File: src/logic/panel_pkg.sv
// panel geometry, scan states and the panel pin bundle, imported by the scan and top modules
package panel_pkg;

	// 64 x 32 panel, driven as two halves of 16 rows
	localparam int PANEL_COLS = 64;
	localparam int HALF_ROWS = 16;

	// column within a row
	typedef logic [5:0] col_t;
	// row within one half
	typedef logic [3:0] row_t;
	// {half, row, column}, half 0 is the top
	typedef logic [10:0] fb_addr_t;

	// framebuffer words, one per panel pixel
	localparam int FB_DEPTH = 2 ** $bits(fb_addr_t);

	// per column: fetch, then one low and one high pixel clock cycle
	// per row and plane: latch, then show for the plane on-time
	typedef enum logic [2:0] {
		IDLE,
		FETCH,
		SHIFT_LO,
		SHIFT_HI,
		LATCH,
		SHOW
	} scan_state_t;

	// all HUB75 pins
	// oe is active high here (LEDs on)
	// rgb bit 0 red, bit 1 green, bit 2 blue
	typedef struct packed {
		logic       pix_clk;
		logic       latch;
		logic       oe;
		row_t       row_addr;
		logic [2:0] rgb_top;
		logic [2:0] rgb_bot;
	} panel_out_t;

endpackage

File: src/logic/pixel_pkg.sv
// pixel format, bit-plane timing constants and the host-side write and config bundles
package pixel_pkg;

	// 5:6:5, red in the top bits
	typedef logic [15:0] rgb565_t;
	// bit-plane index
	typedef logic [2:0] plane_t;
	// one colour channel after widening to 6 bits
	typedef logic [5:0] chan_t;

	localparam int NUM_PLANES = 6;
	// clock cycles of LED on-time for plane 0, doubles per plane
	localparam int ON_UNIT = 8;
	// wide enough for the longest on-time
	localparam int ON_CNT_W = $clog2((ON_UNIT << (NUM_PLANES - 1)) + 1);

	// bit positions of the channels in rgb_enable and the rgb pins
	localparam int RGB_R = 0;
	localparam int RGB_G = 1;
	localparam int RGB_B = 2;

	// single-cycle write, no back-pressure
	typedef struct packed {
		logic                strobe;
		panel_pkg::fb_addr_t addr;
		rgb565_t             data;
	} fb_write_t;

	// static config level from the host
	typedef struct packed {
		logic                  scan_en;
		logic [2:0]            rgb_enable;
		logic [NUM_PLANES-1:0] plane_enable;
	} panel_cfg_t;

endpackage

File: src/logic/pixel_split.sv
// picks the current bit-plane bit of each colour channel from one RGB565 pixel
`timescale 1ns/1ps

module pixel_split (
	input  pixel_pkg::rgb565_t pixel,
	input  pixel_pkg::plane_t  plane,
	input  logic [2:0]         rgb_enable,
	output logic [2:0]         rgb
);
	import pixel_pkg::*;

	chan_t red;
	chan_t green;
	chan_t blue;

	// red and blue widened to 6 bits
	// top bit repeated as the new lsb so full scale stays full
	assign red = {pixel[15:11], pixel[15]};
	assign green = pixel[10:5];
	assign blue = {pixel[4:0], pixel[4]};

	// one bit per channel, masked per colour
	assign rgb[RGB_R] = red[plane] & rgb_enable[RGB_R];
	assign rgb[RGB_G] = green[plane] & rgb_enable[RGB_G];
	assign rgb[RGB_B] = blue[plane] & rgb_enable[RGB_B];

endmodule

File: config.mk
export PLATFORM = sky130hd
export DESIGN_NAME = pixel_split
export DESIGN_NICKNAME = d
export VERILOG_FILES = /design/src/logic/panel_pkg.sv /design/src/logic/pixel_pkg.sv /design/src/logic/pixel_split.sv
export SDC_FILE = /design/constraint.sdc
export NUM_CORES = 1
export LEC_CHECK = 0
export ABC_AREA = 0
export BUFFER_PORTS_ARGS = -buffer_cell sky130_fd_sc_hd__buf_2
export CAP_MARGIN = 20
export CORE_AREA = 4 4 41 43
export DETAILED_ROUTE_END_ITERATION = 8
export DIE_AREA = 0 0 45 47
export GPL_TIMING_DRIVEN = 0
export SETUP_SLACK_MARGIN = 0.1
export SLEW_MARGIN = 15
export SYNTH_ARGS = -nofsm -noshare
export SYNTH_HDL_FRONTEND = slang
export SYNTH_SLANG_ARGS = --single-unit
File: constraint.sdc
create_clock -name vclk -period 1.4
set_clock_uncertainty 0.15 [all_clocks]
set_input_delay 0.21 -clock vclk [all_inputs]
set_output_delay 0.21 -clock vclk [all_outputs]
set_load 0.005 [all_outputs]
* After elaboration in Yosys (flattened, before gate mapping)
Index checks and enable logic that the tools add are counted.
** Operators by class
- Mux-type cells :: 6
- $lt $le $gt $ge :: 1
- Bitwise operators :: 3
** Operator list (count)
- binary-select mux 1 bit (select 3 bit) :: 3
- less-than comparator 3 x 4 -> 1 bit, second input constant :: 1
- AND 1 bit :: 3
- 2-to-1 mux 1 bit :: 3
** Storage, ports and cells
- Input port bits :: 22
- Output and inout port bits :: 3
- Bits in registers :: 0
- Logic and storage cells :: 10

* Depth between registers and ports, before layout
- Word-level depth :: 3
- Mapped depth :: 3
- Gate-level depth less buffers :: 2

* Worst setup path before layout
No wires, ideal clock.
- Path type :: input to output
- Start point :: in plane[0]
- End point :: out rgb[0]
- Stages :: 3
- Slack :: 29 ps
- Arrival time :: 1011 ps
- Path through :: buf_6 -> mux4_2 -> a32o_1
** Between the ends
- Cells in the longest elaborated chain, start to end :: 3
** RTL lines
- start: declaration :: line pixel_split.sv:6 : input pixel_pkg::plane_t plane,
- binary-select mux 1 bit (select 3 bit) :: line pixel_split.sv:23 : assign rgb[RGB_R] = red[plane] & rgb_enable[RGB_R];
- 2-to-1 mux 1 bit (not written as such) :: line pixel_split.sv:23
- AND 1 bit :: line pixel_split.sv:23
- end: declaration :: line pixel_split.sv:8 : output logic [2:0] rgb
Every way passes these cells. The select of a mux whose other input is x is not followed.

* Worst setup path in the final report
- Start point :: in plane[0]
- End point :: out rgb[1]
** Between the ends
- Cells in the longest elaborated chain, start to end :: 3
** RTL lines
- binary-select mux 1 bit (select 3 bit) :: line pixel_split.sv:24 : assign rgb[RGB_G] = green[plane] & rgb_enable[RGB_G];
- 2-to-1 mux 1 bit (not written as such) :: line pixel_split.sv:24
- AND 1 bit :: line pixel_split.sv:24
Every way passes these cells. The select of a mux whose other input is x is not followed.

==> results <==
- The top cell types in the final layout, fill and taps aside, are buf_2 (24), nor2b_1 (4), mux2_2 (3), mux4_2 (3), a32o_1 (2).
- From left edge to right edge, the die measures 45 um.
- Dividing the detail-routed wire length by the instance count gives 13.3 um.
- The die outline area is 2120 um2.
- STA classifies the critical path endpoint as an output pin.
- The area used by sequential logic in the layout is 0 um2.
- In the synthesized netlist, the number of instances is 14.
- Along the worst hold path, the cell count comes to 3.
- The detailed-routing iteration count for the pre-antenna-repair pass is 4.
- Once the floorplan was initialized, standard cells occupied 12.9% of the core.
- The netlist area before placement is 168 um2.
- The worst hold path begins at rgb_enable[2].
- Of the synthesized area, sequential elements account for 0%.
- The net count of the mapped netlist is 36.
- The count of cells in the finished layout, fillers not included, comes to 54.
- The total overflow reported by the global router is 0.
- For this block, the initial DRC count from the detailed router was 1.
- The final reports fail on setup timing.
- The normalized max-slew margin is 86.5%.
- For the pin with the worst max-slew slack, the measured transition is 0.202 ns.
- The leakage power total is 0.163 nW.
- The number of warnings printed during yosys synthesis is 0.
- The average instance area after synthesis is 12.0 um2.
- The relative contribution of the clock network to total power is 0%.
- The distinct cell type count after synthesis is 5.
- After detailed routing, the number of vias per cell comes to 4.31.
- The final critical-path setup slack is -0.0961 ns.
- The run finished, with violations left.
- The via count of the first global-routing pass is 252.
- The final critical-path share of the clock period is 107%.
- The final core utilization is 24.9%.
- Before CTS, the worst setup slack after placement is -0.113 ns.
- In this run the remaining antenna-violating nets after routing total 0.
- The critical path in this run is classified as in2out.
- The cell count after placement is 53.
- The areal power density over the cells is 272 nW/um2.
- Setup violations remaining at the end of the flow were counted as 3.
- Combinational logic is responsible for 100.0% of the overall power.
- The kind of path behind the tightest hold check is in2out.
- The first-pass GRT wire length is 1170 um.
- The pin count of the biggest net entering global routing is 6.
- Clock buffers in the final layout number 0.
- The worst setup path is launched from an input pin.
- At the end of the flow, the number of nets in the layout was 63.
- In this run the power spent charging and discharging nets is 0.0286 mW.
- The final antenna diode count is 0.
- Once placement finished, the instance area stood at 310 um2.
- The wire length after detailed routing is 719 um.
- Data on the critical path is required at its endpoint by 1.04 ns.
- In this run, flip-flops and latches consume 0% of the power.
- The I/O pin total is 25.
- The number of placement rows is 13.
- The total area inside the core boundary comes to 1300 um2.
- For the worst setup path, the data arrival time is 1.14 ns.
- The synthesized design devotes to its leading area cell type 40.3% of total area.
- The net switching share of the total power is 32.4%.
- Cell internal power was estimated by the tool at 0.0597 mW.
- The most common cell after layout, fill and taps aside is buf_2.
- The maximum fanout encountered on the critical timing path is 5.
- There are 0 flip-flops and latches.
- The y dimension of the die is 47 um.
- The area growth from synthesis to layout is 93.3%.
- The count of endpoints failing hold in the final timing report is 0.
- The overall global routing resource usage is 7.28%.
- The initial antenna violation count is 0.
- The post-detailed-route DRC marker count is 0.
- The peak supply drop is 0.116 mV.
- Setup repair after global routing could not meet its margin everywhere.
- Ranked by total cell area, the synthesized netlist is headed by mux4_2 (40%), mux2_2 (20%), a32o_1 (18%).
- The post-route netlist has 84.6% of its cells at a drive strength greater than 1.
- The total of max-cap violations is 0.
- The count of port buffers added during placement is 24.
- The highest attainable clock frequency is 668 MHz.
- The number of pins with negative max-slew slack in the final report is 0.
- The area of all placed cells without fillers is 324 um2.
- The worst hold slack across all endpoints is 0.613 ns.
- The global placement routability congestion is 0.715.
- Subtracting the final worst setup slack from the clock period gives 1.50 ns.
- mux4_2 takes more of the synthesized area than any other cell.
- The path with the worst hold slack has its endpoint at rgb[2].
- The via total after detailed routing is 233.
layout make-up:
class / count / area, um2
plain buffers: 1 / 20.0
fillers: 155 / 977
multi-input cells: 13 / 158
well taps: 15 / 18.8
repair buffers: 25 / 128
synth_stat cells (all sizes together):
cell type,instances
mux2,3
a32o,3
mux4,3
nor2b,4
buf,1
power groups by stage:
stage	clock [mW]	sequential, mW	combinational [mW]
finish	0	0	0.0883
global route	0	0	0.0977
CTS	0	0	0.0894
detailed placement	0	0	0.0854
global placement	0	0	0.0853
floorplan	0	0	0.0420
worst max-delay path by stage:
stage | from | end | cells past startpoint
2_1_floorplan | plane[0] | rgb[0] | 3
3_3_place_gp | plane[0] | rgb[0] | 4
3_5_place_dp | plane[0] | rgb[1] | 4
4_1_cts | plane[0] | rgb[1] | 4
5_1_grt | plane[0] | rgb[1] | 4
6_report | plane[0] | rgb[1] | 4
routing by layer:
layer  track usage, %  vias up  part of all wire (%)
met4                0        0                     0
met5                0        -                     0
met1             9.82       97                    44
met2             11.0       24                    32
met3             3.83        0                    24
li1                 -      112                     -
what timing repair did:
action / in CTS / in global routing
hold buffers: 0 / 0
endpoints found under the setup margin: 3 / 3
resized for setup: 1 / 1
buffers inserted: 1 / 0
pin swaps: 2 / 1
per-stage QoR:
| step | power (mW) | TNS (ns) |
|---|---|---|
| 5_1_grt | 0.0977 | -0.352 |
| 6_report | 0.0883 | -0.251 |
| 2_1_floorplan | 0.0420 | 0 |
| 4_1_cts | 0.0894 | -0.278 |
| 3_3_place_gp | 0.0853 | -0.324 |
| 3_5_place_dp | 0.0854 | -0.327 |
cells by family after synthesis:
kind of cell	Yosys count	synth area share [%]
AOI/OAI and AO/OA	3	17.9
and+or+nand+nor	4	14.9
buffers and inverters	1	6.72
muxes	6	60.4
worst max-delay path: stages:
cell    delay, ns
buf_12       0.09
mux4_2       0.48
a32o_2       0.23
buf_2        0.12
Power figures use the tool's default switching activity.
