<file path="src/logic/panel_pkg.sv">
// panel geometry, scan states and the panel pin bundle, imported by the scan and top modules
package panel_pkg;

	// 64 x 32 panel, driven as two halves of 16 rows
	localparam int PANEL_COLS = 64;
	localparam int HALF_ROWS = 16;

	// column within a row
	typedef logic [5:0] col_t;
	// row within one half
	typedef logic [3:0] row_t;
	// {half, row, column}, half 0 is the top
	typedef logic [10:0] fb_addr_t;

	// framebuffer words, one per panel pixel
	localparam int FB_DEPTH = 2 ** $bits(fb_addr_t);

	// per column: fetch, then one low and one high pixel clock cycle
	// per row and plane: latch, then show for the plane on-time
	typedef enum logic [2:0] {
		IDLE,
		FETCH,
		SHIFT_LO,
		SHIFT_HI,
		LATCH,
		SHOW
	} scan_state_t;

	// all HUB75 pins
	// oe is active high here (LEDs on)
	// rgb bit 0 red, bit 1 green, bit 2 blue
	typedef struct packed {
		logic       pix_clk;
		logic       latch;
		logic       oe;
		row_t       row_addr;
		logic [2:0] rgb_top;
		logic [2:0] rgb_bot;
	} panel_out_t;

endpackage

</file>
<file path="src/logic/pixel_pkg.sv">
// pixel format, bit-plane timing constants and the host-side write and config bundles
package pixel_pkg;

	// 5:6:5, red in the top bits
	typedef logic [15:0] rgb565_t;
	// bit-plane index
	typedef logic [2:0] plane_t;
	// one colour channel after widening to 6 bits
	typedef logic [5:0] chan_t;

	localparam int NUM_PLANES = 6;
	// clock cycles of LED on-time for plane 0, doubles per plane
	localparam int ON_UNIT = 8;
	// wide enough for the longest on-time
	localparam int ON_CNT_W = $clog2((ON_UNIT << (NUM_PLANES - 1)) + 1);

	// bit positions of the channels in rgb_enable and the rgb pins
	localparam int RGB_R = 0;
	localparam int RGB_G = 1;
	localparam int RGB_B = 2;

	// single-cycle write, no back-pressure
	typedef struct packed {
		logic                strobe;
		panel_pkg::fb_addr_t addr;
		rgb565_t             data;
	} fb_write_t;

	// static config level from the host
	typedef struct packed {
		logic                  scan_en;
		logic [2:0]            rgb_enable;
		logic [NUM_PLANES-1:0] plane_enable;
	} panel_cfg_t;

endpackage

</file>
<file path="src/logic/scan_fsm.sv">
// scan sequencer: walks columns, rows and bit planes, fetches pixels and drives the panel pins
`timescale 1ns/1ps

module scan_fsm (
	input  logic                  clk_root,
	input  logic                  arst_n,
	input  pixel_pkg::panel_cfg_t cfg,
	output panel_pkg::fb_addr_t   rd_addr,
	input  pixel_pkg::rgb565_t    rd_data,
	output logic                  timer_start,
	output pixel_pkg::plane_t     timer_plane,
	input  logic                  timer_done,
	output pixel_pkg::rgb565_t    pix_top,
	output pixel_pkg::rgb565_t    pix_bot,
	output pixel_pkg::plane_t     plane,
	output panel_pkg::panel_out_t ctrl
);
	import panel_pkg::*;
	import pixel_pkg::*;

	scan_state_t state;
	col_t        col_q;
	row_t        row_q;
	// row shown on the panel, only moves at latch
	row_t        row_addr_q;
	plane_t      plane_q;
	// 0: top read issued, 1: bottom read issued, 2: last read lands
	logic [1:0]  fetch_cnt;
	logic        last_col;
	logic        last_plane;
	logic        last_row;

	assign last_col = (col_q == col_t'(PANEL_COLS - 1));
	assign last_plane = (plane_q == plane_t'(NUM_PLANES - 1));
	assign last_row = (row_q == row_t'(HALF_ROWS - 1));

	// half bit follows the fetch step, top first
	assign rd_addr = {fetch_cnt[0], row_q, col_q};

	// timer starts one cycle ahead of LATCH
	// so its done pulse closes SHOW after exactly the on-time
	assign timer_start = (state == SHIFT_HI) && last_col;
	assign timer_plane = plane_q;
	assign plane = plane_q;

	always_ff @(posedge clk_root or negedge arst_n) begin
		if (!arst_n) begin
			state <= IDLE;
			col_q <= '0;
			row_q <= '0;
			row_addr_q <= '0;
			plane_q <= '0;
			fetch_cnt <= '0;
			pix_top <= '0;
			pix_bot <= '0;
		end else begin
			unique case (state)
				IDLE: begin
					if (cfg.scan_en) begin
						state <= FETCH;
					end
				end
				FETCH: begin
					// read data trails the address by one cycle
					if (fetch_cnt == 2'd1) begin
						pix_top <= rd_data;
					end
					if (fetch_cnt == 2'd2) begin
						pix_bot <= rd_data;
						fetch_cnt <= '0;
						state <= SHIFT_LO;
					end else begin
						fetch_cnt <= fetch_cnt + 2'd1;
					end
				end
				SHIFT_LO: begin
					state <= SHIFT_HI;
				end
				SHIFT_HI: begin
					// panel samples on this rising pix_clk
					if (last_col) begin
						col_q <= '0;
						row_addr_q <= row_q;
						state <= LATCH;
					end else begin
						col_q <= col_q + 1'b1;
						state <= FETCH;
					end
				end
				LATCH: begin
					state <= SHOW;
				end
				SHOW: begin
					if (timer_done) begin
						if (!last_plane) begin
							plane_q <= plane_q + 1'b1;
							state <= FETCH;
						end else if (!cfg.scan_en) begin
							// row boundary, park with everything cleared
							plane_q <= '0;
							row_q <= '0;
							row_addr_q <= '0;
							pix_top <= '0;
							pix_bot <= '0;
							state <= IDLE;
						end else begin
							plane_q <= '0;
							row_q <= last_row ? '0 : row_q + 1'b1;
							state <= FETCH;
						end
					end
				end
				default: begin
					state <= IDLE;
				end
			endcase
		end
	end

	// control pins straight from the state
	// plane mask only blanks oe, timing is kept
	always_comb begin
		ctrl = '0;
		ctrl.pix_clk = (state == SHIFT_HI);
		ctrl.latch = (state == LATCH);
		ctrl.oe = (state == SHOW) && cfg.plane_enable[plane_q];
		ctrl.row_addr = row_addr_q;
	end

endmodule

</file>
<file path="config.mk">
export PLATFORM = sky130hd
export DESIGN_NAME = scan_fsm
export DESIGN_NICKNAME = d
export VERILOG_FILES = /design/src/logic/panel_pkg.sv /design/src/logic/pixel_pkg.sv /design/src/logic/scan_fsm.sv
export SDC_FILE = /design/constraint.sdc
export NUM_CORES = 1
export LEC_CHECK = 0
export BUFFER_PORTS_ARGS = -buffer_cell sky130_fd_sc_hd__buf_2
export CAP_MARGIN = 10
export CORE_UTILIZATION = 44
export CTS_CLUSTER_DIAMETER = 100
export DETAILED_ROUTE_END_ITERATION = 10
export HOLD_SLACK_MARGIN = 0.03
export PLACE_DENSITY = 0.76
export SYNTH_ARGS = -nofsm -noshare
export SYNTH_HDL_FRONTEND = slang
export SYNTH_SLANG_ARGS = --single-unit
</file>
<file path="constraint.sdc">
create_clock -name clk_root -period 1.7 [get_ports clk_root]
set_clock_uncertainty 0.2 [all_clocks]
set_input_delay 0.085 -clock clk_root [delete_from_list [all_inputs] [get_ports clk_root]]
set_output_delay 0.085 -clock clk_root [all_outputs]
set_load 0.03 [all_outputs]
</file>
; ---- Word-level counts from Yosys, hierarchy flattened
; Index checks and enable logic that the tools add are counted.
[word_totals]
input_bits = 29
register_bits = 54
output_inout_bits = 63
[classes]
eq_ne = 17
n_lt_le_gt_ge = 1
muxes = 26
reduce_logical = 11
addsub = 4
[ops]
columns = cell, count
row1 = $mux 16, 5
row2 = $pmux 16 s2, 2
row3 = $mux 4, 6
row4 = $pmux 3 s6, 1
row5 = $mux 3, 5
row6 = $reduce_and 5->1, 3
row7 = $ne 2x2->1 const B, 6
row8 = $eq 3x3->1 const B, 3
row9 = $pmux 4 s2, 1
row10 = $add 6x1->6 const B, 1
row11 = $eq 3x2->1 const B, 2
row12 = $eq 6x6->1 const B, 1
row13 = $mux 6, 1
row14 = $reduce_and 3->1, 2
row15 = $add 4x1->4 const B, 1
row16 = $eq 4x4->1 const B, 1
row17 = $lt 3x4->1 const B, 1
row18 = $reduce_bool 2->1, 2
row19 = $add 3x1->3 const B, 1
row20 = $bmux 1 s3, 1
row21 = $eq 3x1->1 const B, 1
row22 = $logic_not 3->1, 1
row23 = $mux 1, 3
row24 = $add 2x1->2 const B, 1
row25 = other kinds (6), 7

; ---- Longest topological paths before layout
; Gate-level depths: netlist of run 1.
[depth]
word_depth = 4
mapped_depth = 6
depth_no_buf = 5

; ---- Worst setup path after synthesis of run 1
; OpenSTA, ideal clock, no wires.
[synth_path]
kind = flip-flop to flip-flop
startpoint = reg col_q[0]
endpoint = reg row_addr_q[2]
path_stages_with_launch = 6
period_less_slack_ps = 2184
setup_slack_ps = -484
path_buffers = 0
arrival_ps = 1918
path_cell_list = dfrtp_1 -> ha_1 -> and4_1 -> nand2_1 -> nor2_1 -> a22o_1
[synth_via]
elab_chain_cells = 3
[synth_lines]
columns = item, line
row1 = from (decl), scan_fsm.sv:22  ; col_t col_q;
row2 = from (signal assigned), scan_fsm.sv:86  ; col_q <= col_q + 1'b1;
row3 = $eq 6x6->1, scan_fsm.sv:33  ; assign last_col = (col_q == col_t'(PANEL_COLS - 1));
row4 = $ne 2x1->1 (no line), --
row5 = $reduce_and 5->1 (no line), --
row6 = to (signal assigned), scan_fsm.sv:83  ; row_addr_q <= row_q;
row7 = to (decl), scan_fsm.sv:25  ; row_t row_addr_q;
; Every way passes these cells.
; A chain may end at the register's enable or synchronous reset.

==> results.tsv, run 1 <==
stage	metric	value	unit
finish	antenna_cells	0	
clock_tree	clk_pin_slew_worst_paths	90	ps
timing	drv_slew	0	
synth	yosysTopAreaCell	dfrtp_1	
synth	synth.distinct_cells	38	
setup_path	crit_arrival	1540	ps
placed_design	dp_hpwl	3630	µm
worst_hold_path	hold_class	primary input to async pin	
timing	hold_viol_final	0	
timing	rsz0062_at_grt	yes	
routing	via_per_inst	5.19	
finish	stdcell_area	3440	µm²
finish	finalNonFillerCells	397	
global_routing	grt_first_pass_wirelength	8030	µm
routing	initialDrtViolationCount	69	
setup_path	crit_type	flip-flop to output port	
placed_design	place_congestion	0.725	
placed_design	port_buffers	82	
synth	ys_seq_area_share	57.0	%
finish	drive_gt1_share	45.6	%
die	die_h	75.4	µm
global_routing	overflow	0	
setup_path	end_kind	output port	
global_routing	grt_pass1_vias	1779	
synth	ys_ff_latch	54	
run	max-cap-violations	0	
timing	clock.fmax	547	MHz
power_and_ir_drop	power	5.82	mW
routing	wl	5640	µm
synth	avgSynthCellArea	11.9	µm²
outcome	status	complete, but fails checks	
clock_tree	cts_buffers	5	
placed_design	placed_area	2960	µm²
synth	yosys-top-cells-area	dfrtp_1, a22o_1, buf_4	
finish	final_common_cell	buf_2	
timing	post-route-period-util	107	%
setup_path	critPathMaxFanout	2	
die	pin_count	92	
synth	synthFlopType	dfrtp_1	
setup_path	required	1410	ps
finish	mostFrequentLayoutCells	buf_2, dfrtp_1, a22o_1	
clock_tree	htree_levels	2	
die	die_x	75.4	µm
routing	drtAntennaViolNets	0	
timing	finalWorstSetupSlack	-127	ps
synth	syn-instance-count	200	
synth	syn_area	2370	µm²
synth	ys_warn_count	0	
clock_tree	clock_latency	300	ps
timing	setup_viol	27	
timing	period_needed	1830	ps
finish	fin_nets	357	
routing	post_drt_wl_per_cell	14.2	µm
routing	route.detailed.drc	0	
setup_path	start_kind	flip-flop	
global_routing	grt_max_degree	55	
clock_tree	clkSinkCount	54	
placed_design	place_inst	355	
synth	synth_edf_count	0	
die	core	5140	µm²
finish	area_delta_synth_final	45.3	%
clock_tree	clock-root-buffer	clkbuf_8	
power_and_ir_drop	powerDensity	1690	nW/µm²
power_and_ir_drop	ir_drop	0.926	mV
timing	whs	87.7	ps
routing	vias	2062	
clock_tree	cts_buffer_depth	2	
finish	post-route-util	67.0	%
clock_tree	cts_tree	built	
synth	synth_top_area_share	57.0	%
global_routing	grt_usage	18.7	%
synth	async_reset_ff_share	100	%
power_and_ir_drop	power_leakage	1.77	nW
finish	filler_cell_count	415	
die	start_util	46.1	%
timing	timing.setup.tns	-1770	ps
die	rows	26	
routing	dr.pass1.iters	5	
outcome	violations	negative setup slack	
die	die_area	5690	µm²
placed_design	place_ws	12.0	ps
global_routing	antenna_found_initial	0	
[metal layers]
metal | vias up | share of wire, % | GRT usage (%)
met5 | - | 0 | 0
met4 | 0 | 1.0 | 6.58
met3 | 5 | 3.9 | 3.17
met2 | 64 | 50 | 30.5
met1 | 1014 | 45 | 25.4
li1 | 979 | - | -
[layout make-up]
type / count / area [µm²] / share of cell area (%)
well taps: 70 / 87.6 / 2.54
flip-flops and latches: 54 / 1360 / 39.5
repair buffers: 132 / 898 / 26.1
inverters: 1 / 3.75 / 0.109
clock inverters: 2 / 16.3 / 0.472
multi-input cells: 132 / 996 / 28.9
clock buffers: 6 / 82.6 / 2.40
[where the power goes]
| part | internal [mW] | switching (mW) | total (mW) |
|---|---|---|---|
| clock | 0.336 | 0.420 | 0.756 |
| combinational | 1.20 | 1.82 | 3.02 |
| sequential | 1.75 | 0.297 | 2.05 |
[path summary, 6_finish.rpt]
check / cells after the start / start / slack, ps / endpoint
worst max-delay path: 4 / plane[0] / -130 / ctrl[10]
worst min-delay path: 3 / arst_n / 90 / pix_top[3]
worst max register to register: 7 / plane[0] / -80 / pix_bot[6]
worst min register to register: 1 / pix_bot[14] / 300 / pix_bot[14]
max in group asynchronous: 3 / arst_n / 960 / col_q[0]
min in group clk_root: 1 / pix_bot[14] / 300 / pix_bot[14]
[synth_stat cells (2+ instances only)]
library cell  count
nand2b_1          7
mux2i_1           2
o21ai_0           9
nor3_4            2
and3_1            3
nand2_1          19
dfrtp_1          54
buf_2             6
nand3b_1          2
a22o_1           37
o22ai_1           2
nor2_1            7
nand4_1           3
nor3_1            2
nand3_1           6
buf_4            11
a21oi_1           3
nor2b_1           2
xnor2_1           3
ha_1              2
[logic make-up (layout without fill, tap and decap cells)]
group | after synthesis | after routing | share of synthesized area (%)
AO/OA/AOI/OAI | 56 | 56 | 18.2
flip-flops | 54 | 54 | 57.0
adder cells (fa/ha/maj) | 2 | 2 | 1.06
AND/OR/NAND/NOR | 61 | 61 | 14.7
multiplexers | 4 | 4 | 2.43
XOR/XNOR | 3 | 3 | 1.11
other | 1 | 6 | 0.158
buffers and inverters | 19 | 141 | 5.38
[worst max-delay path, stage by stage (launching register included)]
cell,delay [ps]
dfrtp_2,390
mux4_2,500
mux2i_1,140
nor2_1,50
buf_4,160
[timing repair]
| item | in CTS | in global routing |
|---|---|---|
| pin swaps | 2 | 2 |
| gates cloned | 0 | 1 |
| buffers inserted | 9 | 5 |
| resized for setup | 10 | 16 |
| endpoints found under the hold margin | 93 | 0 |
| hold buffers | 19 | 0 |
| endpoints found under the setup margin | 3 | 33 |
[flip-flops by register name, summed over array words and instances, names as in the netlist]
| signal | cells |
|---|---|
| pix_bot | 16 |
| row_q | 4 |
| col_q | 6 |
| row_addr_q | 4 |
| pix_top | 16 |
| plane | 3 |
| fetch_cnt | 2 |
| state | 3 |
Power figures use the tool's default switching activity.
==> inputs of run 2 (changes only) <==
- ABC_AREA: not set -> 1
- CORE_UTILIZATION: 44 -> 45
- PLACE_DENSITY: 0.76 -> 0.75
==> run 2 against run 1 <==
  * The flow now finishes without violations
  * Critical path depth grew 2
  * Combinational power shrank 5%
  * Synthesized area grew 16%
  * Via count grew 29%
  * Hold slack lost 25 ps
  * Synthesized cell count grew 69%
  * Largest power group unchanged
  * Highest routed layer unchanged
==> results.tsv, run 2 <==
stage	metric	value	unit	change
outcome	status	complete, no violations		
setup_path	crit_path_max_incr_delay	380	ps	-120 ps
routing	route.detailed.drc	0		unchanged
timing	finalWorstSetupSlack	13.3	ps	+141 ps
power_and_ir_drop	switching_share	47.2	%	+3.6 points
finish	fin_nets	485		+36%
die	start_util	46.5	%	+0.41 points
synth	synthTopCellsByCount	nand2_1, dfrtp_1, nand4_1		
setup_path	end_kind	output port		
finish	antenna_cells	0		unchanged
setup_path	crit_arrival	1400	ps	-140 ps
routing	post_drt_wl_per_cell	13.3	µm	-6.2%
power_and_ir_drop	clkPwrFrac	12.9	%	about the same
finish	reg_top3	pix_bot: 16 flops, pix_top: 16 flops, col_q: 6 flops		
die	die_area	6400	µm²	+13%
die	rows	28		+7.7%
clock_tree	cts_buffer_depth	2		unchanged
clock_tree	cts_tree	built		
placed_design	port_buffers	82		unchanged
clock_tree	clock-root-buffer	clkbuf_8		
synth	yosysTopAreaCell	dfrtp_1		
global_routing	antenna_found_initial	0		unchanged
timing	period_needed	1690	ps	-141 ps
global_routing	grt_usage	21.1	%	+2.4 points
worst_hold_path	hold_class	primary input to async pin		
timing	setup_viol	0		-100%
setup_path	crit_type	flip-flop to output port		
synth	ys_ff_latch	54		unchanged
timing	hold_viol_final	0		unchanged
synth	synth_edf_count	0		unchanged
finish	finalNonFillerCells	530		+34%
routing	via_per_inst	5.00		-3.7%
global_routing	overflow	0		unchanged
die	pin_count	92		unchanged
power_and_ir_drop	power	5.65	mW	-3.0%
synth	yosysMostFrequentCell	nand2_1		
timing	rsz0062_at_grt	yes		
global_routing	grt_pass1_vias	2382		+34%
synth	ys_warn_count	0		unchanged
run	max-cap-violations	0		unchanged
routing	drtAntennaViolNets	0		unchanged
finish	drive_gt1_share	33.4	%	-12 points
finish	mostFrequentLayoutCells	nand2_1, buf_2, dfrtp_1		
clock_tree	htree_levels	2		unchanged
die	core	5890	µm²	+15%
timing	post-route-period-util	99.2	%	-8.3 points
synth	synth_top_area_share	49.3	%	-7.7 points
power_and_ir_drop	power_leakage	2.09	nW	+18%
placed_design	dp_hpwl	4520	µm	+25%
synth	syn-instance-count	337		+69%
routing	wl	7060	µm	+25%
synth	ys_seq_area_share	49.3	%	-7.7 points
synth	avgSynthCellArea	8.13	µm²	-31%
timing	clock.fmax	593	MHz	+8.3%
setup_path	required	1410	ps	about the same
power_and_ir_drop	ir_drop	0.919	mV	-0.73%
synth	async_reset_ff_share	100	%	unchanged
die	die_h	80.0	µm	+6.1%
placed_design	placed_area	3240	µm²	+9.3%
global_routing	grt_first_pass_wirelength	10500	µm	+31%
timing	timing.setup.tns	0	ps	+1770 ps
routing	vias	2650		+29%
clock_tree	clock_latency	300	ps	about the same
finish	multi_input_area	1240	µm²	+25%
routing	dr.pass1.iters	4		-1
finish	area_delta_synth_final	38.2	%	
setup_path	critPathMaxFanout	5		+3
timing	drv_slew	0		unchanged
placed_design	place_ws	18.8	ps	+6.81 ps
finish	filler_cell_count	505		+22%
power_and_ir_drop	p_comb_share	50.7	%	-1.1 points
power_and_ir_drop	seqPwrFrac	36.4	%	+1.2 points
synth	synthFlopType	dfrtp_1		
setup_path	crit_chain	ha_2, nand3_2, nor2_2, nand2_2, inv_4, buf_6		
power_and_ir_drop	p_sw	2.67	mW	+5.1%
setup_path	cp_slowest_cell	dfrtp_1		
power_and_ir_drop	internal-power	2.98	mW	-9.2%
synth	syn_area	2740	µm²	+16%
finish	final_common_cell	nand2_1		
finish	regArea	1360	µm²	-0.18%
clock_tree	clkSinkCount	54		unchanged
finish	stdcell_area	3790	µm²	+9.9%
clock_tree	cts_buffers	5		unchanged
clock_tree	clk_pin_slew_worst_paths	90	ps	about the same
routing	initialDrtViolationCount	132		+91%
setup_path	start_kind	flip-flop		
die	die_x	80.0	µm	+6.1%
synth	synth.distinct_cells	29		-24%
power_and_ir_drop	powerDensity	1490	nW/µm²	-12%
placed_design	place_congestion	0.867		+20%
placed_design	place_inst	491		+38%
global_routing	grt_max_degree	33		-40%
synth	yosys-top-cells-area	dfrtp_1, nand2_1, nand4_1		
run 2: changes by cell type in the layout (fill, tap and decap cells not counted), moves of 5 or more:
| cell | change |
|---|---|
| a22o_1 | -37 |
| inv_1 | +29 |
| inv_4 | +5 |
| nand2_1 | +98 |
| nand2_2 | +5 |
| nand2b_1 | -7 |
| nand3_1 | +11 |
| nand3_4 | +7 |
| nand4_1 | +31 |
run 2: final timing paths:
kind                            start     endpoint  slack [ps]  cells past startpoint
max reg2reg                  state[2]   pix_top[3]          60                      8
max                          col_q[0]  timer_start          10                      6
min in group clk_root      pix_top[4]   pix_top[4]         270                      2
max in group asynchronous      arst_n     plane[0]         710                      3
min reg2reg                pix_top[4]   pix_top[4]         270                      2
min                            arst_n   pix_bot[1]          60                      2
run 2: power by group through the flow:
stage / clock network, mW / logic [mW] / registers, mW
floorplan: 0 / 1.05 / 2.82
global placement: 0 / 2.53 / 2.03
detailed placement: 0 / 2.59 / 2.04
CTS: 0.745 / 2.64 / 2.03
global route: 0.798 / 3.12 / 2.11
finish: 0.728 / 2.87 / 2.06
run 2: cell type report:
class	count	share of cell area, %
Clock buffer	7	2.28
Timing Repair Buffer	126	22.4
Sequential cell	54	35.9
Multi-Input combinational cell	230	32.8
Tap cell	75	2.48
Clock inverter	1	0.132
Inverter	37	4.00
run 2: per-layer routing:
| metal | share of wire [%] | global-route usage (%) |
|---|---|---|
| met5 | 0 | 0 |
| met4 | 0.91 | 5.36 |
| met3 | 5.8 | 3.89 |
| met2 | 51 | 37.3 |
| met1 | 42 | 26.3 |
run 2: kinds of logic (layout without fill, tap and decap cells):
kind of cell | after synthesis | in the layout | synth area share, %
and+or+nand+nor | 194 | 196 | 32.5
buffers and inverters | 60 | 171 | 10.9
DFF | 54 | 54 | 49.3
AOI/OAI and AO/OA | 22 | 22 | 4.89
xor gates and xnor gates | 4 | 4 | 1.28
adders and majority gates | 2 | 2 | 0.914
other | 1 | 6 | 0.137
run 2: metrics by stage:
step           hold WS [ps]  utilization [%]
2_1_floorplan          -411                -
3_3_place_gp           -135             55.0
3_5_place_dp           -128             55.0
4_1_cts                76.6             60.5
5_1_grt                 122             64.3
6_report               62.5             64.3
run 2: timing repair:
item                       CTS  global route
pin swaps                    2             7
setup endpoints to repair    4            41
gates resized for setup     11            35
gates cloned                 0             2
hold buffers                19             0
setup buffers                2             8
hold endpoints to repair    92             0
run 2: worst max-delay path: cells and delay by family, from the launching register on:
kind                       cells  cell delay [ps]
adders and majority gates      1              200
buffers and inverters          2              210
DFF                            1              380
and+or+nand+nor                3              320
