`config.mk`:
```
export PLATFORM = sky130hd
export DESIGN_NAME = plane_timer
export DESIGN_NICKNAME = d
export VERILOG_FILES = /design/src/logic/panel_pkg.sv /design/src/logic/pixel_pkg.sv /design/src/logic/plane_timer.sv
export SDC_FILE = /design/constraint.sdc
export NUM_CORES = 1
export LEC_CHECK = 0
export BUFFER_PORTS_ARGS = -buffer_cell sky130_fd_sc_hd__buf_2
export CORE_AREA = 4 4 41 43
export CTS_CLUSTER_DIAMETER = 40
export DETAILED_ROUTE_END_ITERATION = 10
export DIE_AREA = 0 0 45 47
export GPL_ROUTABILITY_DRIVEN = 0
export MAX_ROUTING_LAYER = met4
export PLACE_DENSITY = 0.66
export SLEW_MARGIN = 20
export SYNTH_ARGS = -nofsm -noshare
export SYNTH_HDL_FRONTEND = slang
export SYNTH_SLANG_ARGS = --single-unit
```
`constraint.sdc`:
```
create_clock -name clk_root -period 2.2 [get_ports clk_root]
set_clock_uncertainty 0.15 [all_clocks]
set_input_delay 0.11 -clock clk_root [delete_from_list [all_inputs] [get_ports clk_root]]
set_output_delay 0.11 -clock clk_root [all_outputs]
set_load 0.02 [all_outputs]
```
`src/logic/panel_pkg.sv`:
```
// panel geometry, scan states and the panel pin bundle, imported by the scan and top modules
package panel_pkg;

	// 64 x 32 panel, driven as two halves of 16 rows
	localparam int PANEL_COLS = 64;
	localparam int HALF_ROWS = 16;

	// column within a row
	typedef logic [5:0] col_t;
	// row within one half
	typedef logic [3:0] row_t;
	// {half, row, column}, half 0 is the top
	typedef logic [10:0] fb_addr_t;

	// framebuffer words, one per panel pixel
	localparam int FB_DEPTH = 2 ** $bits(fb_addr_t);

	// per column: fetch, then one low and one high pixel clock cycle
	// per row and plane: latch, then show for the plane on-time
	typedef enum logic [2:0] {
		IDLE,
		FETCH,
		SHIFT_LO,
		SHIFT_HI,
		LATCH,
		SHOW
	} scan_state_t;

	// all HUB75 pins
	// oe is active high here (LEDs on)
	// rgb bit 0 red, bit 1 green, bit 2 blue
	typedef struct packed {
		logic       pix_clk;
		logic       latch;
		logic       oe;
		row_t       row_addr;
		logic [2:0] rgb_top;
		logic [2:0] rgb_bot;
	} panel_out_t;

endpackage

```
`src/logic/pixel_pkg.sv`:
```
// pixel format, bit-plane timing constants and the host-side write and config bundles
package pixel_pkg;

	// 5:6:5, red in the top bits
	typedef logic [15:0] rgb565_t;
	// bit-plane index
	typedef logic [2:0] plane_t;
	// one colour channel after widening to 6 bits
	typedef logic [5:0] chan_t;

	localparam int NUM_PLANES = 6;
	// clock cycles of LED on-time for plane 0, doubles per plane
	localparam int ON_UNIT = 8;
	// wide enough for the longest on-time
	localparam int ON_CNT_W = $clog2((ON_UNIT << (NUM_PLANES - 1)) + 1);

	// bit positions of the channels in rgb_enable and the rgb pins
	localparam int RGB_R = 0;
	localparam int RGB_G = 1;
	localparam int RGB_B = 2;

	// single-cycle write, no back-pressure
	typedef struct packed {
		logic                strobe;
		panel_pkg::fb_addr_t addr;
		rgb565_t             data;
	} fb_write_t;

	// static config level from the host
	typedef struct packed {
		logic                  scan_en;
		logic [2:0]            rgb_enable;
		logic [NUM_PLANES-1:0] plane_enable;
	} panel_cfg_t;

endpackage

```
`src/logic/plane_timer.sv`:
```
// bit-plane on-time counter, started by the scan FSM and answering with a done pulse
`timescale 1ns/1ps

module plane_timer (
	input  logic              clk_root,
	input  logic              arst_n,
	input  logic              start,
	input  pixel_pkg::plane_t plane,
	output logic              done
);
	import pixel_pkg::*;

	// remaining cycles, zero when idle
	logic [ON_CNT_W-1:0] cnt;

	always_ff @(posedge clk_root or negedge arst_n) begin
		if (!arst_n) begin
			cnt <= '0;
			done <= 1'b0;
		end else begin
			done <= 1'b0;
			if (start) begin
				// on-time doubles per plane
				// a restart simply reloads
				cnt <= ON_CNT_W'(ON_UNIT) << plane;
			end else if (cnt != '0) begin
				cnt <= cnt - 1'b1;
				// pulse lands in the cycle the count hits zero
				done <= (cnt == ON_CNT_W'(1));
			end
		end
	end

endmodule

```
# == After elaboration in Yosys (flattened, before gate mapping) ==
# Cells that the tools add are included.
# word_totals
reg_bits,10
latchBits,0
ramBits,0
rom_bits,0
input_bits,6
output_inout_bits,1
wordCells,11
mem_count,0
# classes
add_sub_neg,1
multipliers,0
div_mod_pow,0
n_lt_le_gt_ge,0
n_eq_ne,1
shift,1
n_mux,4
bitwise,0
n_reduce_logical,2
# op_table
op,count
9-bit two-way mux,2
9-bit by 1-bit == test with 1-bit output (second input constant),1
9-bit nonzero test,1
4-bit by 3-bit left shift with 9-bit output (first input constant),1
9-bit by 1-bit subtractor with 9-bit output (second input constant),1
1-bit two-way mux,2
2-bit nonzero test,1

# == Longest topological paths before layout ==
# Gate-level depths: netlist (run 1).
# logic_depth
ltp_word,3
depth_mapped,6
ltp_nobuf,6

# == Worst setup path after synthesis (run 1) ==
# No wires, ideal clock.
# synth_timing
path_kind,flip-flop to flip-flop
from,reg cnt[0]
to,reg cnt[6]
setup_time_ns,0.134
arrival_time_ns,1.413
t_required_ns,1.916
path_slack_ns,0.503
path_stages_with_launch,7
n_path_buf,0
synth_period_minus_slack_ns,1.697
cell_sequence,dfrtp_1 -> inv_1 -> ha_1 -> or3b_1 -> nor3_2 -> xnor2_1 -> o31ai_2
# synth_between
elab_chain_cells,3
word_cells_on_any_way,5
cone_classes,add/sub (1); mux (2); reduce/logical (2)
# synth_lines
item,line,source
from (decl),plane_timer.sv:14,logic [ON_CNT_W-1:0] cnt;
from (signal assigned),plane_timer.sv:25,cnt <= ON_CNT_W'(ON_UNIT) << plane;
from (signal assigned),plane_timer.sv:27,cnt <= cnt - 1'b1;
9-bit by 1-bit subtractor with 9-bit output,plane_timer.sv:27,
9-bit two-way mux,plane_timer.sv:26,end else if (cnt != '0) begin
9-bit two-way mux,plane_timer.sv:22,if (start) begin
# Several ways; a longest one is shown, not always the timed one. The select of a mux whose other input is x is not followed.
# A chain may end at the register's enable or synchronous reset.

# == Final worst setup path (run 1) ==
# Same ends and word-level chain as after synthesis.

==> results of run 1 <==
tightest hold or removal path, delay by kind of cell:
kind | cells | cell delay, ns
buffers and inverters | 1 | 0.12
and+or+nand+nor | 1 | 0.11
AOI/OAI and AO/OA | 1 | 0.06
registers in the layout (all words and copies together), names as in the netlist:
register  cells
cnt           9
done          1
layout by cell type, fill, tap and decap left out, types with 2 or more instances in the layout:
master	netlist	layout
a21oi_1	2	2
buf_2	0	6
clkbuf_4	0	3
dfrtp_1	10	10
dlygate4sd3_1	0	2
ha_1	3	3
inv_1	3	3
nand2_1	3	3
nand3_1	3	3
nand3b_1	2	2
nand4b_1	2	2
nor2_1	6	6
o21ai_0	3	3
xnor2_1	3	3
xor2_1	2	2
power groups by stage:
stage	Sequential (mW)	Combinational, mW	Clock (mW)
6_report	0.366	0.438	0.121
4_1_cts	0.365	0.439	0.125
2_1_floorplan	0.349	0.366	0
5_1_grt	0.376	0.504	0.137
3_5_place_dp	0.368	0.433	0
3_3_place_gp	0.367	0.432	0
cell type report:
| class | count | area share, % |
|---|---|---|
| Clock buffer | 3 | 3.17 |
| Multi-Input combinational cell | 47 | 50.3 |
| Tap cell | 15 | 2.65 |
| Inverter | 3 | 1.59 |
| Sequential cell | 10 | 35.3 |
| Timing Repair Buffer | 8 | 7.05 |
kinds of logic (layout without fill, tap and decap cells):
family	after synthesis	after routing	synth area share, %
adders and majority gates	3	3	6.04
and+or+nand+nor	27	27	31.2
xor gates and xnor gates	5	5	7.04
AOI/OAI and AO/OA	12	12	13.1
buffers and inverters	4	14	2.41
DFF	10	10	40.2
cells in the mapped netlist, drive strengths merged (2+ instances only):
cell type / count / area share, %
nor4: 2 / 5.4
nor3: 2 / 2.4
nand4b: 2 / 2.8
xor2: 2 / 2.8
nand2: 3 / 1.8
nand3b: 2 / 2.4
o21ai: 4 / 3.2
xnor2: 3 / 4.2
dfrtp: 10 / 40
ha: 3 / 6.0
a21oi: 2 / 1.6
inv: 3 / 1.8
o31ai: 2 / 3.2
nand3: 3 / 2.4
nor2: 6 / 3.6
routing by layer:
layer	routed length [um]	track usage [%]	share of wire (%)	vias up
met3	52	6.90	4.2	4
met1	574	19.1	47	233
met5	0	-	0	-
li1	-	-	-	245
met2	562	20.9	46	7
met4	37	12.3	3.0	0
final timing paths:
path	to	startpoint	slack, ns	cells after the start
min in group asynchronous	cnt[2]$_DFFE_PN0P_	arst_n	0.07	2
max reg2reg	cnt[6]$_DFFE_PN0P_	cnt[0]$_DFFE_PN0P_	0.40	6
max	cnt[6]$_DFFE_PN0P_	cnt[0]$_DFFE_PN0P_	0.40	6
min reg2reg	done$_DFF_PN0_	cnt[8]$_DFFE_PN0P_	0.45	3
min	cnt[6]$_DFFE_PN0P_	plane[0]	0.02	3
max in group asynchronous	cnt[7]$_DFFE_PN0P_	arst_n	1.63	2
==> impl_metrics.tcl, run 1 <==
set metrics [dict create \
    grt_max_degree 14 \
    dp.cells 81 \
    slew_headroom_pct 79.4 \
    final_layout_size_suffix_gt1_share_pct 22.5 \
    combPwrFrac_pct 47.4 \
    row_count 13 \
    multi_input_area_um2 357 \
    start_util_pct 47.8 \
    core_area_um2 1300 \
    power.share.sequential_pct 39.6 \
    grt_pass1_wl_um 2170 \
    h-tree-depth 1 \
    grt_overflow 0 \
    max_freq_ghz 0.556 \
    rsz0062_at_grt "no" \
    cts_buffers 3 \
    die_w_um 45 \
    synth_area_per_cell_um2 10.2 \
    p_int_mw 0.544 \
    p_per_area_nw_per_um2 1300 \
    ys_types 31 \
    p_leak_nw 0.302 \
    crit_path_top_delay_cell "dfrtp_1" \
    cts_resized 0 \
    regArea_um2 250 \
    first_pass_iters 4 \
    crit_family "simple AND/OR/NAND/NOR gates" \
    io_buffers 6 \
    syn_to_final_growth_pct 14.1 \
    design_area_um2 709 \
    ant_nets 0 \
    cap_viol_max_count 0 \
    post-cts-setup-buffer-count 0 \
    fin_crit_sh_pct 81.8 \
    syn_inst 61 \
    crit_path_end_kind "register" \
    syn_area_um2 622 \
    stdcell_count 86 \
    holdWs_ns 0.0201 \
    antenna_found_initial 0 \
    cp.arrival_ns 1.83 \
    switchingPower_mw 0.380 \
    nets 82 \
    drt-total-wl_um 1230 \
    cts_hold_buf 2 \
    hold_path.class "input pin to register" \
    hold_violations 0 \
    async_flop_share_pct 100 \
    route.detailed.drc 0 \
    slowest_delay_ns 0.41 \
    dp_slack_ns 0.407 \
    clock_path_buffers 2 \
    p_clk_share_pct 13.1 \
    ys_seq_elements 10 \
    post_dp_cell_area_um2 667 \
    synth_edf_count 0 \
    wl_per_cell_um 14.3 \
    vias 489 \
    setup.worst_path.class "register to register" \
    ys.warnings.count 0 \
    tns_ns 0 \
    worst_slack_ns 0.401 \
    ys.flop_type "dfrtp_1" \
    hpwlAfterDp_um 882 \
    worstMarginPinSlew_ns 0.305 \
    critPathLaunchType "register" \
    drtIter0Drc 12 \
    clkTransAtPathRegs_ns 0.06 \
    cp_cell_sequence "inv_1 > ha_1 > or3b_1 > nor3_2 > xnor2_1 > o31ai_2" \
    outcome "complete, no violations" \
    cts_tree "done" \
    setup_viol 0 \
    clk_latency_ns 0.27 \
    path_buf_inv 1 \
    critPathRequiredTime_ns 2.23 \
    antennaDiodeCount 0 \
    gr-usage-all-layers_pct 16.0 \
    grt_pass1_vias 478 \
    fillers 125 \
    dieArea_um2 2120 \
    io_pins 7 \
    utilization_pct 54.5 \
    slew_violations 0 \
    p_total_mw 0.924 \
    ir_drop_mv 0.621 \
    die_height_um 47 \
    crit_fanout 4 \
    syn_nets 70 \
    seq_area_frac_synth_pct 40.2 \
    swShare_pct 41.1 \
    cts_sinks 10 \
    viasPerCell 5.69 \
    cts-root-buf "clkbuf_4" \
    finalCriticalPeriod_ns 1.80 \
]
No activity file was read; power rests on OpenSTA's default activity.
==> run 2: changes to the inputs <==
==> constraint.sdc (replaced) <==
create_clock -name clk_root -period 1.8 [get_ports clk_root]
set_clock_uncertainty 0.15 [all_clocks]
set_input_delay 0.09 -clock clk_root [delete_from_list [all_inputs] [get_ports clk_root]]
set_output_delay 0.09 -clock clk_root [all_outputs]
set_load 0.02 [all_outputs]
==> run 2 against run 1 <==
  * Die area did not move
  * Worst setup slack worse by 0.33 ns
  * Cell count increased by 3.5%
  * First-iteration DRC count decreased by 58%
  * Flip-flop and latch count is the same
  * Sequential share of layout area decreased by 1.3 points
  * Worst hold slack lost 0.0076 ns
  * Clock power up 28%
  * Via count increased by 0.82%
  * Global-route usage down 0.22 points
  * Maximum frequency is 4.2% higher
==> impl_metrics.tcl, run 2 (synthesized netlist as in run 1, its figures left out) <==
set metrics [dict create \
    outcome "complete, no violations" \
    post_dp_cell_area_um2 689 \
    h-tree-depth 1 \
    design_area_um2 737 \
    clkTransAtPathRegs_ns 0.07 \
    regArea_um2 250 \
    p_leak_nw 0.316 \
    top_regs "cnt (9), done (1)" \
    worstMarginPinSlew_ns 0.326 \
    mostFrequentLayoutCells "dfrtp_1, nor2_1, buf_2" \
    drt-total-wl_um 1270 \
    die_w_um 45 \
    slew_violations 0 \
    critPathRequiredTime_ns 1.83 \
    dieArea_um2 2120 \
    drtIter0Drc 5 \
    p_total_mw 1.19 \
    final_layout_size_suffix_gt1_share_pct 28.4 \
    cts-root-buf "clkbuf_4" \
    syn_to_final_growth_pct 18.5 \
    fin_crit_sh_pct 96.0 \
    largest_reg_flops 9 \
    clock_path_buffers 2 \
    hold_path.class "input pin to register" \
    critPathLaunchType "register" \
    min_to "cnt[6]$_DFFE_PN0P_" \
    ir_drop_mv 0.720 \
    vias 493 \
    post-cts-setup-buffer-count 0 \
    row_count 13 \
    cap_viol_max_count 0 \
    cts_sinks 10 \
    route.detailed.drc 0 \
    antenna_found_initial 0 \
    cts_buffers 3 \
    cts_tree "done" \
    rsz0062_at_grt "no" \
    clk_latency_ns 0.27 \
    holdCritStartpoint "plane[0]" \
    crit_family "simple AND/OR/NAND/NOR gates" \
    grt_pass1_wl_um 2210 \
    io_pins 7 \
    path_buf_inv 1 \
    grt_pass1_vias 509 \
    crit_path_end_kind "register" \
    max_freq_ghz 0.579 \
    io_buffers 6 \
    cp.arrival_ns 1.76 \
    start_util_pct 47.8 \
    wl_per_cell_um 14.3 \
    tns_ns 0 \
    ant_nets 0 \
    hold_violations 0 \
    viasPerCell 5.54 \
    worst_r2r_path_depth 6 \
    grt_max_degree 13 \
    finalCriticalPeriod_ns 1.73 \
    crit_path_top_delay_cell "or3b_4" \
    setup_viol 0 \
    crit_fanout 4 \
    nets 85 \
    rrSetupSlack_ns 0.07 \
    first_pass_iters 4 \
    antennaDiodeCount 0 \
    p_per_area_nw_per_um2 1620 \
    setup.worst_path.class "register to register" \
    cp_cell_sequence "inv_1 > ha_2 > or3b_4 > nor3_2 > xnor2_1 > o31ai_2" \
    hpwlAfterDp_um 934 \
    hold_depth 3 \
    reg2reg_to "cnt[6]$_DFFE_PN0P_" \
    grt_overflow 0 \
    core_area_um2 1300 \
    fillers 134 \
    final_common_cell "dfrtp_1" \
    r2r_start "cnt[0]$_DFFE_PN0P_" \
    top_register "cnt" \
    die_height_um 47 \
    holdWs_ns 0.0125 \
    multi_input_area_um2 362 \
    worst_slack_ns 0.0727 \
    gr-usage-all-layers_pct 15.8 \
    slowest_delay_ns 0.40 \
    dp_slack_ns 0.0706 \
    slew_headroom_pct 78.0 \
]
## run 2: cell types whose count changed in the layout (fill, tap and decap cells not counted), sizes merged
cell / change
buf: +3
## run 2: what timing repair did
item | CTS | global route
endpoints found under the setup margin | 0 | 1
hold endpoints to repair | 11 | 0
hold buffers | 2 | 0
gates resized for setup | 0 | 2
## run 2: final cells by class
cell class,instances,share of cell area [%]
multi-input cells,47,49.1
flip-flops and latches,10,34.0
repair buffers,11,9.85
clock buffers,3,3.06
well taps,15,2.55
inverters,3,1.53
## run 2: worst max-delay path by stage
stage | slack, ns | to | cells past startpoint | from
after floorplan | 0.10 | cnt[6]$_DFFE_PN0P_ | 6 | cnt[0]$_DFFE_PN0P_
after global placement | 0.12 | cnt[6]$_DFFE_PN0P_ | 6 | cnt[0]$_DFFE_PN0P_
after detailed placement | 0.07 | cnt[6]$_DFFE_PN0P_ | 6 | cnt[0]$_DFFE_PN0P_
after CTS | 0.06 | cnt[6]$_DFFE_PN0P_ | 6 | cnt[0]$_DFFE_PN0P_
after global routing | 0.01 | cnt[6]$_DFFE_PN0P_ | 6 | cnt[0]$_DFFE_PN0P_
final | 0.07 | cnt[6]$_DFFE_PN0P_ | 6 | cnt[0]$_DFFE_PN0P_
## run 2: metrics by stage
step / util [%] / cells
after CTS: 56.3 / 89
after detailed placement: 53.0 / 84
final: 56.6 / 89
after global placement: 53.0 / 84
after floorplan: - / 61
after global routing: 56.6 / 89
## run 2: report_power, final
part	leakage (nW)	switching, mW	internal (mW)
sequential	0.130	0.122	0.316
combinational	0.172	0.286	0.313
clock	0.0138	0.0777	0.0774
total	0.316	0.487	0.706
## run 2: tightest hold or removal path, stage by stage
cell and delay (ns):
buf_2 0.12, nand4b_1 0.11, o31ai_2 0.06
## run 2: metal layers
| metal | routed length (um) | vias up | track usage [%] |
|---|---|---|---|
| li1 | - | 249 | - |
| met4 | 40 | 0 | 12.3 |
| met5 | 0 | - | - |
| met2 | 581 | 5 | 22.0 |
| met1 | 618 | 234 | 19.6 |
| met3 | 31 | 5 | 3.45 |
==> run 3: changes to the inputs <==
--- a/config.mk
+++ b/config.mk
@@ -6,13 +6,12 @@
 export NUM_CORES = 1
 export LEC_CHECK = 0
 export BUFFER_PORTS_ARGS = -buffer_cell sky130_fd_sc_hd__buf_2
-export CORE_AREA = 4 4 41 43
+export CORE_MARGIN = 4
+export CORE_UTILIZATION = 30
 export CTS_CLUSTER_DIAMETER = 40
 export DETAILED_ROUTE_END_ITERATION = 10
-export DIE_AREA = 0 0 45 47
 export GPL_ROUTABILITY_DRIVEN = 0
 export MAX_ROUTING_LAYER = met4
-export PLACE_DENSITY = 0.66
 export SLEW_MARGIN = 20
 export SYNTH_ARGS = -nofsm -noshare
 export SYNTH_HDL_FRONTEND = slang
==> run 3 against run 2 <==
  * Total power up 10%
  * Flip-flop and latch count unchanged
  * Combinational power up 13%
  * Die area up 35%
  * Global-route usage down 4.6 points
  * Critical path depth unchanged
  * Largest power group unchanged
==> impl_metrics.tcl, run 3 (synthesized netlist as in run 1, its figures left out) <==
set metrics [dict create \
    core_area_um2 1960 \
    max_freq_ghz 0.594 \
    antenna_found_initial 0 \
    slowest_delay_ns 0.40 \
    cts_sinks 10 \
    route.detailed.drc 0 \
    tns_ns 0 \
    antennaDiodeCount 0 \
    stdcell_count 105 \
    wl_per_cell_um 12.1 \
    die_height_um 53.5 \
    clock_path_buffers 2 \
    io_pins 7 \
    cts_buffers 3 \
    setup_viol 0 \
    start_util_pct 31.7 \
    crit_path_end_kind "register" \
    path_depth 6 \
    outcome "complete, no violations" \
    drtIter0Drc 7 \
    grt_overflow 0 \
    clk_latency_ns 0.27 \
    gr-usage-all-layers_pct 11.2 \
    nets 88 \
    final_layout_size_suffix_gt1_share_pct 33.3 \
    cap_viol_max_count 0 \
    post_dp_cell_area_um2 719 \
    worstSetupStartpoint "cnt[0]$_DFFE_PN0P_" \
    drt-total-wl_um 1270 \
    fin_crit_sh_pct 93.5 \
    syn_to_final_growth_pct 29.8 \
    viasPerCell 4.86 \
    grt_pass1_vias 509 \
    io_buffers 6 \
    slew_violations 0 \
    crit_path_end "cnt[6]$_DFFE_PN0P_" \
    cp_cell_sequence "inv_2 > ha_4 > or3b_4 > nor3_4 > xnor2_1 > o31ai_2" \
    critPathLaunchType "register" \
    rsz0062_at_grt "no" \
    cts-root-buf "clkbuf_4" \
    first_pass_iters 2 \
    multi_input_area_um2 378 \
    design_area_um2 807 \
    clkTransAtPathRegs_ns 0.07 \
    dp.cells 98 \
    dieArea_um2 2870 \
    worst_r2r_path_depth 6 \
    p_total_mw 1.31 \
    holdWs_ns 0.0167 \
    worstMarginPinSlew_ns 0.355 \
    grt_pass1_wl_um 2190 \
    vias 510 \
    h-tree-depth 1 \
    top_register "cnt" \
    cts_tree "done" \
    finalCriticalPeriod_ns 1.68 \
    regArea_um2 250 \
    ant_nets 0 \
    crit_path_top_delay_cell "dfrtp_1" \
    die_w_um 53.5 \
    mostFrequentLayoutCells "dfrtp_1, nor2_1, buf_2, buf_4" \
    reg2reg_to "cnt[6]$_DFFE_PN0P_" \
    path_buf_inv 1 \
    slew_headroom_pct 76.0 \
    critPathRequiredTime_ns 1.82 \
    setup.worst_path.class "register to register" \
    top_regs "cnt (9), done (1)" \
    largest_reg_flops 9 \
    hold_violations 0 \
    rrSetupSlack_ns 0.12 \
    crit_fanout 4 \
    final_common_cell "dfrtp_1" \
    crit_family "simple AND/OR/NAND/NOR gates" \
    hpwlAfterDp_um 937 \
    p_leak_nw 0.337 \
    row_count 16 \
    post-cts-setup-buffer-count 0 \
    hold_path.class "input pin to register" \
    p_per_area_nw_per_um2 1630 \
    cp.arrival_ns 1.71 \
    grt_max_degree 13 \
    ir_drop_mv 0.453 \
    r2r_start "cnt[0]$_DFFE_PN0P_" \
    fillers 216 \
]
run 3: routing by layer:
metal  track usage [%]  part of all wire, %  vias to the layer above
met1              14.3                   50                      234
met3              1.66                  4.9                        5
li1                  -                    -                      258
met5                 -                    0                        -
met2              15.7                   41                       13
met4              8.94                  3.8                        0
run 3: worst min-delay path by stage:
stage	startpoint	to	slack [ns]	depth (start not counted)
after floorplan	arst_n	cnt[0]$_DFFE_PN0P_	-0.36	0
after detailed placement	arst_n	cnt[6]$_DFFE_PN0P_	-0.18	1
final	plane[1]	cnt[8]$_DFFE_PN0P_	0.02	4
after global routing	plane[1]	cnt[6]$_DFFE_PN0P_	0.03	3
after CTS	plane[1]	cnt[8]$_DFFE_PN0P_	0.009	4
after global placement	arst_n	cnt[6]$_DFFE_PN0P_	-0.19	1
run 3: final cells by class:
class,count,share of cell area [%]
multi-input combinational,47,46.8
inverter,3,1.40
timing repair buffer,14,12.1
sequential,10,31.0
clock buffer,4,4.50
tap,27,4.19
run 3: timing repair:
action	CTS	global route
endpoints found under the hold margin	13	0
setup endpoints to repair	0	1
resized for setup	0	6
hold buffers	3	0
run 3: worst reg2reg max path: stages (launching register included):
cell and delay [ns]:
dfrtp_1 0.40, inv_2 0.09, ha_4 0.14, or3b_4 0.40
nor3_4 0.13, xnor2_1 0.09, o31ai_2 0.18
run 3: metrics by stage:
stage	setup WS [ns]	utilization [%]
floorplan	0.103	-
global placement	0.133	36.7
detailed placement	0.0255	36.7
CTS	0.0195	40.1
global route	0.0113	41.1
finish	0.118	41.1
run 3: report_power, final:
group | internal (mW) | switching (mW) | total [mW]
sequential | 0.316 | 0.113 | 0.429
clock | 0.123 | 0.0803 | 0.203
combinational | 0.356 | 0.325 | 0.680
total | 0.794 | 0.518 | 1.31
